===== src/source/mdu_cfg.svh =====
`ifndef MDU_CFG_SVH
`define MDU_CFG_SVH

// Operand width of the RV32 datapath
`define MDU_XLEN 32

// One bit per cycle in both iterative cores
`define MDU_ITER `MDU_XLEN

`endif


===== src/source/mdu_pkg.sv =====
package mdu_pkg;

  //////////////////////////////
  // Operation codes
  //////////////////////////////

  // Values follow funct3 of the M extension
  // Bit 2 splits multiply from divide
  typedef enum logic [2:0] {
    OP_MUL    = 3'b000,
    OP_MULH   = 3'b001,
    OP_MULHSU = 3'b010,
    OP_MULHU  = 3'b011,
    OP_DIV    = 3'b100,
    OP_DIVU   = 3'b101,
    OP_REM    = 3'b110,
    OP_REMU   = 3'b111
  } mdu_op_e;

  // Shared FSM of the iterative cores
  typedef enum logic [1:0] {
    ST_IDLE = 2'd0,
    ST_RUN  = 2'd1,
    ST_DONE = 2'd2
  } core_state_e;

endpackage


===== src/source/div_sign_wrap.sv =====
`timescale 1ns/1ps
`include "mdu_cfg.svh"

module div_sign_wrap (
  input  logic                  clk,
  input  logic                  rst,
  input  logic                  start,
  input  mdu_pkg::mdu_op_e      op,
  input  logic [`MDU_XLEN-1:0]  a,
  input  logic [`MDU_XLEN-1:0]  b,
  output logic [`MDU_XLEN-1:0]  result,
  output logic                  done
);

  logic                  is_signed;
  logic                  b_zero;
  logic [`MDU_XLEN-1:0]  a_mag;
  logic [`MDU_XLEN-1:0]  b_mag;
  logic [`MDU_XLEN-1:0]  core_quo;
  logic [`MDU_XLEN-1:0]  core_rem;
  logic [`MDU_XLEN-1:0]  quo_fix;
  logic [`MDU_XLEN-1:0]  rem_fix;
  mdu_pkg::mdu_op_e      op_q;
  logic                  q_neg_q;
  logic                  r_neg_q;

  //////////////////////////////
  // Operand magnitudes
  //////////////////////////////

  assign is_signed = (op == mdu_pkg::OP_DIV) || (op == mdu_pkg::OP_REM);
  assign b_zero    = (b == '0);

  assign a_mag = (is_signed && a[`MDU_XLEN-1]) ? (~a + 1'b1) : a;
  assign b_mag = (is_signed && b[`MDU_XLEN-1]) ? (~b + 1'b1) : b;

  // Quotient sign dropped on divide by zero
  // so all ones comes out unchanged
  always_ff @(posedge clk) begin
    if (start) begin
      op_q    <= op;
      q_neg_q <= is_signed & (a[`MDU_XLEN-1] ^ b[`MDU_XLEN-1]) & ~b_zero;
      r_neg_q <= is_signed & a[`MDU_XLEN-1];
    end
  end

  div_unsigned u_div (
    .clk       (clk),
    .rst       (rst),
    .start     (start),
    .dividend  (a_mag),
    .divisor   (b_mag),
    .quotient  (core_quo),
    .remainder (core_rem),
    .done      (done)
  );

  //////////////////////////////
  // Sign fix and select
  //////////////////////////////

  // Truncation toward zero
  assign quo_fix = q_neg_q ? (~core_quo + 1'b1) : core_quo;
  // Remainder follows the dividend sign
  // Divide by zero restores the original dividend here
  assign rem_fix = r_neg_q ? (~core_rem + 1'b1) : core_rem;

  // Overflow case needs no special path:
  // magnitude 2^31 over 1, signs cancel, remainder zero
  always_comb begin
    case (op_q)
      mdu_pkg::OP_DIV, mdu_pkg::OP_DIVU: result = quo_fix;
      default:                           result = rem_fix;
    endcase
  end

endmodule


===== src/source/div_unsigned.sv =====
`timescale 1ns/1ps
`include "mdu_cfg.svh"

module div_unsigned (
  input  logic                  clk,
  input  logic                  rst,
  input  logic                  start,
  input  logic [`MDU_XLEN-1:0]  dividend,
  input  logic [`MDU_XLEN-1:0]  divisor,
  output logic [`MDU_XLEN-1:0]  quotient,
  output logic [`MDU_XLEN-1:0]  remainder,
  output logic                  done
);

  localparam int CNT_W = $clog2(`MDU_ITER);

  mdu_pkg::core_state_e      state;
  logic [CNT_W-1:0]          cnt;
  logic                      last_iter;
  logic [`MDU_XLEN-1:0]      rem_q;
  logic [`MDU_XLEN-1:0]      quo_q;
  logic [`MDU_XLEN-1:0]      dvsr_q;
  logic [`MDU_XLEN:0]        shifted;
  logic [`MDU_XLEN+1:0]      diff;
  logic                      fits;

  assign last_iter = (cnt == CNT_W'(`MDU_ITER - 1));

  //////////////////////////////
  // Control FSM
  //////////////////////////////

  always_ff @(posedge clk) begin
    if (rst) begin
      state <= mdu_pkg::ST_IDLE;
      cnt   <= '0;
      done  <= 1'b0;
    end else begin
      done <= 1'b0;
      case (state)
        mdu_pkg::ST_IDLE: begin
          if (start) begin
            state <= mdu_pkg::ST_RUN;
            cnt   <= '0;
          end
        end
        mdu_pkg::ST_RUN: begin
          cnt <= cnt + 1'b1;
          if (last_iter) begin
            state <= mdu_pkg::ST_DONE;
          end
        end
        mdu_pkg::ST_DONE: begin
          done  <= 1'b1;
          state <= mdu_pkg::ST_IDLE;
        end
        default: state <= mdu_pkg::ST_IDLE;
      endcase
    end
  end

  //////////////////////////////
  // Restoring step
  //////////////////////////////

  // Next dividend bit enters the partial remainder
  assign shifted = {rem_q, quo_q[`MDU_XLEN-1]};
  // Extra top bit flags a negative trial difference
  assign diff    = {1'b0, shifted} - {2'b00, dvsr_q};
  assign fits    = ~diff[`MDU_XLEN+1];

  // quo_q doubles as dividend shift register
  always_ff @(posedge clk) begin
    if (state == mdu_pkg::ST_IDLE && start) begin
      rem_q  <= '0;
      quo_q  <= dividend;
      dvsr_q <= divisor;
    end else if (state == mdu_pkg::ST_RUN) begin
      // Zero divisor always fits, giving all-ones quotient
      rem_q <= fits ? diff[`MDU_XLEN-1:0] : shifted[`MDU_XLEN-1:0];
      quo_q <= {quo_q[`MDU_XLEN-2:0], fits};
    end
  end

  assign quotient  = quo_q;
  assign remainder = rem_q;

endmodule


===== src/source/mdu_top.sv =====
`timescale 1ns/1ps
`include "mdu_cfg.svh"

module mdu_top (
  input  logic                  clk,
  input  logic                  rst,
  input  logic                  start,
  input  mdu_pkg::mdu_op_e      mdu_op,
  input  logic [`MDU_XLEN-1:0]  a,
  input  logic [`MDU_XLEN-1:0]  b,
  output logic [`MDU_XLEN-1:0]  result,
  output logic                  done,
  output logic                  busy
);

  logic                     accept;
  logic                     mul_start;
  logic                     div_start;
  logic                     is_div_q;
  logic                     hi_q;
  logic [2*`MDU_XLEN-1:0]   mul_res;
  logic [`MDU_XLEN-1:0]     div_res;
  logic                     mul_done;
  logic                     div_done;
  logic                     unit_done;

  //////////////////////////////
  // Start routing
  //////////////////////////////

  // Start ignored while an op is in flight
  assign accept    = start & ~busy;
  // Bit 2 of funct3 picks the divider
  assign mul_start = accept & ~mdu_op[2];
  assign div_start = accept & mdu_op[2];

  mul_sign_wrap u_mul_wrap (
    .clk    (clk),
    .rst    (rst),
    .start  (mul_start),
    .op     (mdu_op),
    .a      (a),
    .b      (b),
    .result (mul_res),
    .done   (mul_done)
  );

  div_sign_wrap u_div_wrap (
    .clk    (clk),
    .rst    (rst),
    .start  (div_start),
    .op     (mdu_op),
    .a      (a),
    .b      (b),
    .result (div_res),
    .done   (div_done)
  );

  // Only one unit active at a time
  assign unit_done = mul_done | div_done;

  //////////////////////////////
  // Busy and result registers
  //////////////////////////////

  // Class and half select kept for the whole op
  always_ff @(posedge clk) begin
    if (accept) begin
      is_div_q <= mdu_op[2];
      hi_q     <= (mdu_op != mdu_pkg::OP_MUL);
    end
  end

  always_ff @(posedge clk) begin
    if (rst) begin
      busy   <= 1'b0;
      done   <= 1'b0;
      result <= '0;
    end else begin
      // Busy drops after the cycle with done high
      if (accept) begin
        busy <= 1'b1;
      end else if (done) begin
        busy <= 1'b0;
      end
      done <= unit_done;
      // Last result held between ops
      if (unit_done) begin
        if (is_div_q) begin
          result <= div_res;
        end else if (hi_q) begin
          result <= mul_res[2*`MDU_XLEN-1:`MDU_XLEN];
        end else begin
          result <= mul_res[`MDU_XLEN-1:0];
        end
      end
    end
  end

endmodule


===== src/source/mul_sign_wrap.sv =====
`timescale 1ns/1ps
`include "mdu_cfg.svh"

module mul_sign_wrap (
  input  logic                     clk,
  input  logic                     rst,
  input  logic                     start,
  input  mdu_pkg::mdu_op_e         op,
  input  logic [`MDU_XLEN-1:0]     a,
  input  logic [`MDU_XLEN-1:0]     b,
  output logic [2*`MDU_XLEN-1:0]   result,
  output logic                     done
);

  logic                     a_signed;
  logic                     b_signed;
  logic [`MDU_XLEN-1:0]     a_mag;
  logic [`MDU_XLEN-1:0]     b_mag;
  logic [2*`MDU_XLEN-1:0]   core_prod;
  mdu_pkg::mdu_op_e         op_q;
  logic                     a_sgn_q;
  logic                     b_sgn_q;
  logic                     neg_result;

  //////////////////////////////
  // Operand magnitudes
  //////////////////////////////

  // Which operands count as signed for this op
  always_comb begin
    a_signed = 1'b0;
    b_signed = 1'b0;
    case (op)
      mdu_pkg::OP_MUL, mdu_pkg::OP_MULH: begin
        a_signed = 1'b1;
        b_signed = 1'b1;
      end
      mdu_pkg::OP_MULHSU: a_signed = 1'b1;
      default: ;
    endcase
  end

  // Most negative value maps onto itself, still correct unsigned
  assign a_mag = (a_signed && a[`MDU_XLEN-1]) ? (~a + 1'b1) : a;
  assign b_mag = (b_signed && b[`MDU_XLEN-1]) ? (~b + 1'b1) : b;

  // Sign info captured with the operands
  always_ff @(posedge clk) begin
    if (start) begin
      op_q    <= op;
      a_sgn_q <= a[`MDU_XLEN-1];
      b_sgn_q <= b[`MDU_XLEN-1];
    end
  end

  mul_unsigned u_mul (
    .clk     (clk),
    .rst     (rst),
    .start   (start),
    .a       (a_mag),
    .b       (b_mag),
    .product (core_prod),
    .done    (done)
  );

  //////////////////////////////
  // Result sign correction
  //////////////////////////////

  always_comb begin
    case (op_q)
      mdu_pkg::OP_MUL, mdu_pkg::OP_MULH: neg_result = a_sgn_q ^ b_sgn_q;
      mdu_pkg::OP_MULHSU:                neg_result = a_sgn_q;
      default:                           neg_result = 1'b0;
    endcase
  end

  // Full 64-bit two's complement
  assign result = neg_result ? (~core_prod + 1'b1) : core_prod;

endmodule


===== src/source/mul_unsigned.sv =====
`timescale 1ns/1ps
`include "mdu_cfg.svh"

module mul_unsigned (
  input  logic                     clk,
  input  logic                     rst,
  input  logic                     start,
  input  logic [`MDU_XLEN-1:0]     a,
  input  logic [`MDU_XLEN-1:0]     b,
  output logic [2*`MDU_XLEN-1:0]   product,
  output logic                     done
);

  localparam int CNT_W = $clog2(`MDU_ITER);

  mdu_pkg::core_state_e     state;
  logic [CNT_W-1:0]         cnt;
  logic                     last_iter;
  logic [2*`MDU_XLEN-1:0]   acc;
  logic [2*`MDU_XLEN-1:0]   mcand;
  logic [`MDU_XLEN-1:0]     mplier;

  // Final iteration reached
  assign last_iter = (cnt == CNT_W'(`MDU_ITER - 1));

  //////////////////////////////
  // Control FSM
  //////////////////////////////

  always_ff @(posedge clk) begin
    if (rst) begin
      state <= mdu_pkg::ST_IDLE;
      cnt   <= '0;
      done  <= 1'b0;
    end else begin
      // Done is a one-cycle strobe
      done <= 1'b0;
      case (state)
        mdu_pkg::ST_IDLE: begin
          if (start) begin
            state <= mdu_pkg::ST_RUN;
            cnt   <= '0;
          end
        end
        mdu_pkg::ST_RUN: begin
          cnt <= cnt + 1'b1;
          if (last_iter) begin
            state <= mdu_pkg::ST_DONE;
          end
        end
        mdu_pkg::ST_DONE: begin
          // Accumulator already complete here
          done  <= 1'b1;
          state <= mdu_pkg::ST_IDLE;
        end
        default: state <= mdu_pkg::ST_IDLE;
      endcase
    end
  end

  //////////////////////////////
  // Shift-add datapath
  //////////////////////////////

  always_ff @(posedge clk) begin
    if (state == mdu_pkg::ST_IDLE && start) begin
      acc    <= '0;
      mcand  <= {{`MDU_XLEN{1'b0}}, a};
      mplier <= b;
    end else if (state == mdu_pkg::ST_RUN) begin
      // Add shifted multiplicand for each set multiplier bit
      if (mplier[0]) begin
        acc <= acc + mcand;
      end
      mcand  <= mcand << 1;
      mplier <= mplier >> 1;
    end
  end

  // Held until the next start
  assign product = acc;

endmodule


===== config.mk =====
export PLATFORM = sky130hd
export DESIGN_NAME = mdu_top
export DESIGN_NICKNAME = d
export VERILOG_FILES = /design/src/source/mdu_pkg.sv /design/src/source/div_sign_wrap.sv /design/src/source/div_unsigned.sv /design/src/source/mdu_top.sv /design/src/source/mul_sign_wrap.sv /design/src/source/mul_unsigned.sv
export VERILOG_INCLUDE_DIRS = /design/src /design/src/source
export SDC_FILE = /design/constraint.sdc
export NUM_CORES = 1
export LEC_CHECK = 0
export ABC_CLOCK_PERIOD_IN_PS = 7550
export BUFFER_PORTS_ARGS = -buffer_cell sky130_fd_sc_hd__buf_4
export CORE_MARGIN = 4
export CORE_UTILIZATION = 68
export DETAILED_ROUTE_END_ITERATION = 16
export MAX_ROUTING_LAYER = met4
export PLACE_DENSITY = 0.87
export SYNTH_ARGS = -nofsm -noshare
export SYNTH_HDL_FRONTEND = slang
export SYNTH_HIERARCHICAL = 1
export SYNTH_SLANG_ARGS = --single-unit

===== constraint.sdc =====
create_clock -name clk -period 7.55 [get_ports clk]
set_clock_uncertainty 0.15 [all_clocks]
set_input_delay 1.51 -clock clk [delete_from_list [all_inputs] [get_ports clk]]
set_output_delay 1.51 -clock clk [all_outputs]
set_load 0.005 [all_outputs]

==> results.txt <==
----------------------------------------------------
[Status]
  Result of the run ... completed

[Clock tree]
  Clock slew seen by the registers of the worst setup and hold paths ... 0.06 ns
  Setup repair bufs after CTS ... 0
  Total CTS buffers ... 36
  Clock Latency Late Sink ... 0.56 ns
  Clk Tree Root Cell ... clkbuf_16
  Max H-tree Level ... 2
  Clk buf depth ... 3
  Total of hold buffers inserted after clock tree synthesis ... 0
  CTS Sinks ... 317
  TritonCTS clock tree ... built
  CTS resizes ... 0

[Pwr]
  Share of total power in sequential cells ... 33.2%
  Internal power of the cells ... 4170 µW
  Standby leakage power ... ~0.011 µW
  Power per standard cell area ... around 270 nW/µm²
  Peak supply drop ... 315 µV
  Switching part of the total ... 40.9%
  Clock share of power ... 25.7%
  Combinational share of power ... 41.1%
  Net Switching ... approximately 2900 µW

[Floorplan]
  Width of the die ... between 150 and 200 µm
  Number of primary I/O pins ... 104
  Rows ... just under 70
  Overall die height ... 195 µm
  Core Region ... 34500 µm²
  Initial core utilization ... 68.8%
  Total Die Area ... between 30000 and 40000 µm²

[Synthesis]
  Net count after synthesis ... between 3000 and 4000
  Sequential element share of the synthesized area ... between 30% and 40%
  Number of enable flip-flop cells after synthesis ... approximately 140
  Proportion of register bits with asynchronous set or reset after synthesis ... 0%
  Main flop type after synthesis ... dfxtp_1
  Register bit count reported by yosys ... 317
  Combined area of all synthesized cells ... between 20000 and 25000 µm²
  Average size of a mapped cell ... about 8 µm²
  Number of different library cells in the post-synthesis netlist ... 92
  Synth Instances ... 2975
  Yosys warning count ... 6

[Worst hold path]
  Path category of the worst min-delay check ... flop to flop
  Cells on Worst Hold Path ... 1

[STA]
  Final count of pins violating max slew ... 0
  Tightest Pin Transition ... 1.33 ns
  Total negative slack for setup checks ... 0 ns
  Fmax ... 222 MHz
  Total count of hold-check failures in the final report ... 0
  Relative max-transition margin ... 10.2%
  Shortest clock period the worst path allows after layout ... 4.50 ns
  Final setup fails ... 0
  Least setup slack across all paths after layout ... around 3 ns
  Unrepaired setup endpoints after global routing ... false
  Final critical-path share of the clock period ... 59.6%

[Worst setup path]
  Total number of cells along the worst setup path ... 9
  Cell family with the largest share of critical-path delay ... buffers and inverters
  Highest cell delay on the worst timing path ... 0.90 ns
  Number of buffers and inverters on the critical path ... 5
  Critical path data arrival time ... 4.51 ns
  Worst endpoint required time ... ~7.6 ns
  Depth of the most critical reg-to-reg path ... 7
  Cell occurring most often along the worst timing path ... buf_4
  Launching element type of the critical path ... primary input
  Class of the most critical setup path ... primary input to flop
  Largest driver fanout on the critical path ... 65
  Kind of end point of the critical path ... flop
  Slowest cell on crit path ... inv_1
  Sequence of cells on the critical path ... buf_4 -> nor2b_1 -> and2_1 -> nand2_1 -> buf_4 -> inv_2 -> buf_4 -> nor2_2 -> inv_1

[Global route]
  Global-route wire length before repair ... 115000 µm
  Pin count of the biggest net entering global routing ... 146
  Vias in the first global route ... between 20000 and 25000
  Global route overflow ... 0
  Number of antenna violations at the first check in global routing ... 0
  Total routing resource utilization after global routing ... between 30 and 40%

[Finish]
  Area overhead of the layout relative to synthesis ... 8.71%
  Number of filler instances in the final layout ... 2530
  Total number of nets in the final design ... between 3000 and 4000
  Post-Layout Cell Count ... 3464
  Final Instance Area ... 25800 µm²
  Share of layout cells above drive strength 1 ... between 7 and 8%
  Count of antenna diodes in the layout ... 0

[Placement]
  HPWL after detailed placement ... 53900 µm
  Placed Area ... 24600 µm²
  Total instance count after detailed placement ... 3400
  Worst slack after detailed placement ... roughly 2.6 ns
  GPL Wtd Cong ... 1.04
  Count of buffers inserted at the top-level ports ... 103

[Detailed routing]
  Met3 routed WL ... 8370 µm
  Aggregate routed wire length ... ~74000 µm
  Via density per instance ... 6.72
  Number of detailed-route iterations in the first pass ... 6
  Detailed-route via count ... around 23000
  DRC viols ... 0
  1st-iter DRT viols ... roughly 3000
  Wire length per cell after detailed routing ... ~21 µm
  M1 WL ... about 31000 µm
  Met2 routed wirelength ... 32400 µm
  Routed Antenna Nets ... 0
  Uppermost metal layer occupied by signal nets ... met4

[Flow run]
  Number of violations of the max-capacitance limit ... 0

----------------------------------------------------
[cell usage in the layout (no fill, tap or decap), types with 35 or more instances in the layout]
cell type  count
nand2_1      596
a21oi_1      266
xor2_1       182
dfxtp_1      178
nor2_1       164
edfxtp_1     139
xnor2_1      137
buf_4        122
ha_1         106
nand3_1      105
o21ai_0       97
inv_1         93
nand2b_1      50
nor3_1        49
a21o_1        45
nor4_1        44
nand4_1       40
nor2b_1       38
clkbuf_16     38
a211o_1       35
o31ai_1       35
[synth_stat cells (16+ instances only)]
cell	n	area share [%]
nand2_1	596	9.4
a21oi_1	266	5.6
xor2_1	182	6.7
dfxtp_1	178	15
nor2_1	166	2.6
edfxtp_1	139	18
xnor2_1	137	5.1
clkbuf_1	110	1.7
ha_1	106	5.6
nand3_1	105	2.2
o21ai_0	97	2.0
inv_1	94	1.5
nor3_1	51	1.1
nand2b_1	50	1.3
a21o_1	45	1.4
nor4_1	44	1.2
nand4_1	40	1.1
nor2b_1	40	1.1
a211o_1	35	1.3
o31ai_1	35	1.1
a31oi_1	32	0.84
a32o_1	32	1.3
o21bai_1	30	0.95
mux2i_1	27	1.1
o41ai_1	27	1.0
or3_1	24	0.63
and3_1	22	0.58
o21ai_1	21	0.44
buf_2	20	0.42
and2_1	16	0.42
[final cells by class]
class	instances	area [µm²]	area share [%]
clock inverters	19	210	0.814
repair buffers	123	936	3.62
well taps	455	569	2.20
inverters	95	357	1.38
clock buffers	45	997	3.86
flip-flops and latches	317	7740	30.0
multi-input cells	2410	15000	58.2
[flip-flops by register name, indices dropped and copies added, names as in the netlist, 3 cells and up]
register,flops
u_mul_wrap/u_mul/cnt,5
u_div_wrap/u_div/cnt,5
u_mul_wrap/u_mul/product,64
u_mul_wrap/u_mul/mcand,64
u_div_wrap/u_div/quotient,32
u_div_wrap/u_div/remainder,32
u_mul_wrap/u_mul/mplier,32
u_div_wrap/u_div/dvsr_q,32
result,32
u_mul_wrap/op_q,3
[layer usage]
metal / vias up / global-route usage, %
li1: 10600 / -
met1: 11000 / 54.4
met2: 1437 / 56.3
met3: 169 / 6.08
met4: 0 / 10.0
met5: - / -
[logic make-up after synthesis]
family	after synthesis	synth area share, %
AO/OA/AOI/OAI	729	20.3
XOR/XNOR	319	11.8
adder cells (fa/ha/maj)	108	5.75
buffers and inverters	248	4.35
flip-flops	317	32.6
multiplexers	27	1.14
AND/OR/NAND/NOR	1227	24.1
[power groups by stage]
stage	combinational [µW]	sequential [µW]	clock, µW
after floorplan	2130	2220	0
after global placement	2680	2350	0
after detailed placement	2780	2360	0
after CTS	2820	2330	1830
after global routing	3150	2360	1900
final	2910	2350	1820
[final timing paths]
kind | start | to | slack (ns)
worst max-delay path | start | u_div_wrap/u_div/quotient[6]$_DFFE_PP_ | 3.05
worst min register to register | done$_SDFF_PP0_ | busy$_SDFFE_PP0P_ | 0.29
worst min-delay path | done$_SDFF_PP0_ | busy$_SDFFE_PP0P_ | 0.29
worst max register to register | u_mul_wrap/u_mul/product[4]$_SDFFE_PP0P_ | result[25]$_SDFFE_PP0P_ | 3.34
[metrics by stage]
step	total power, µW	hold WS (ns)	utilization (%)
2_1_floorplan	4350	0.287	-
3_3_place_gp	5040	0.278	71.3
3_5_place_dp	5140	0.291	71.3
4_1_cts	6980	0.300	74.8
5_1_grt	7410	0.325	74.8
6_report	7070	0.294	74.8
Note: power is estimated with default switching activity, not from simulation.
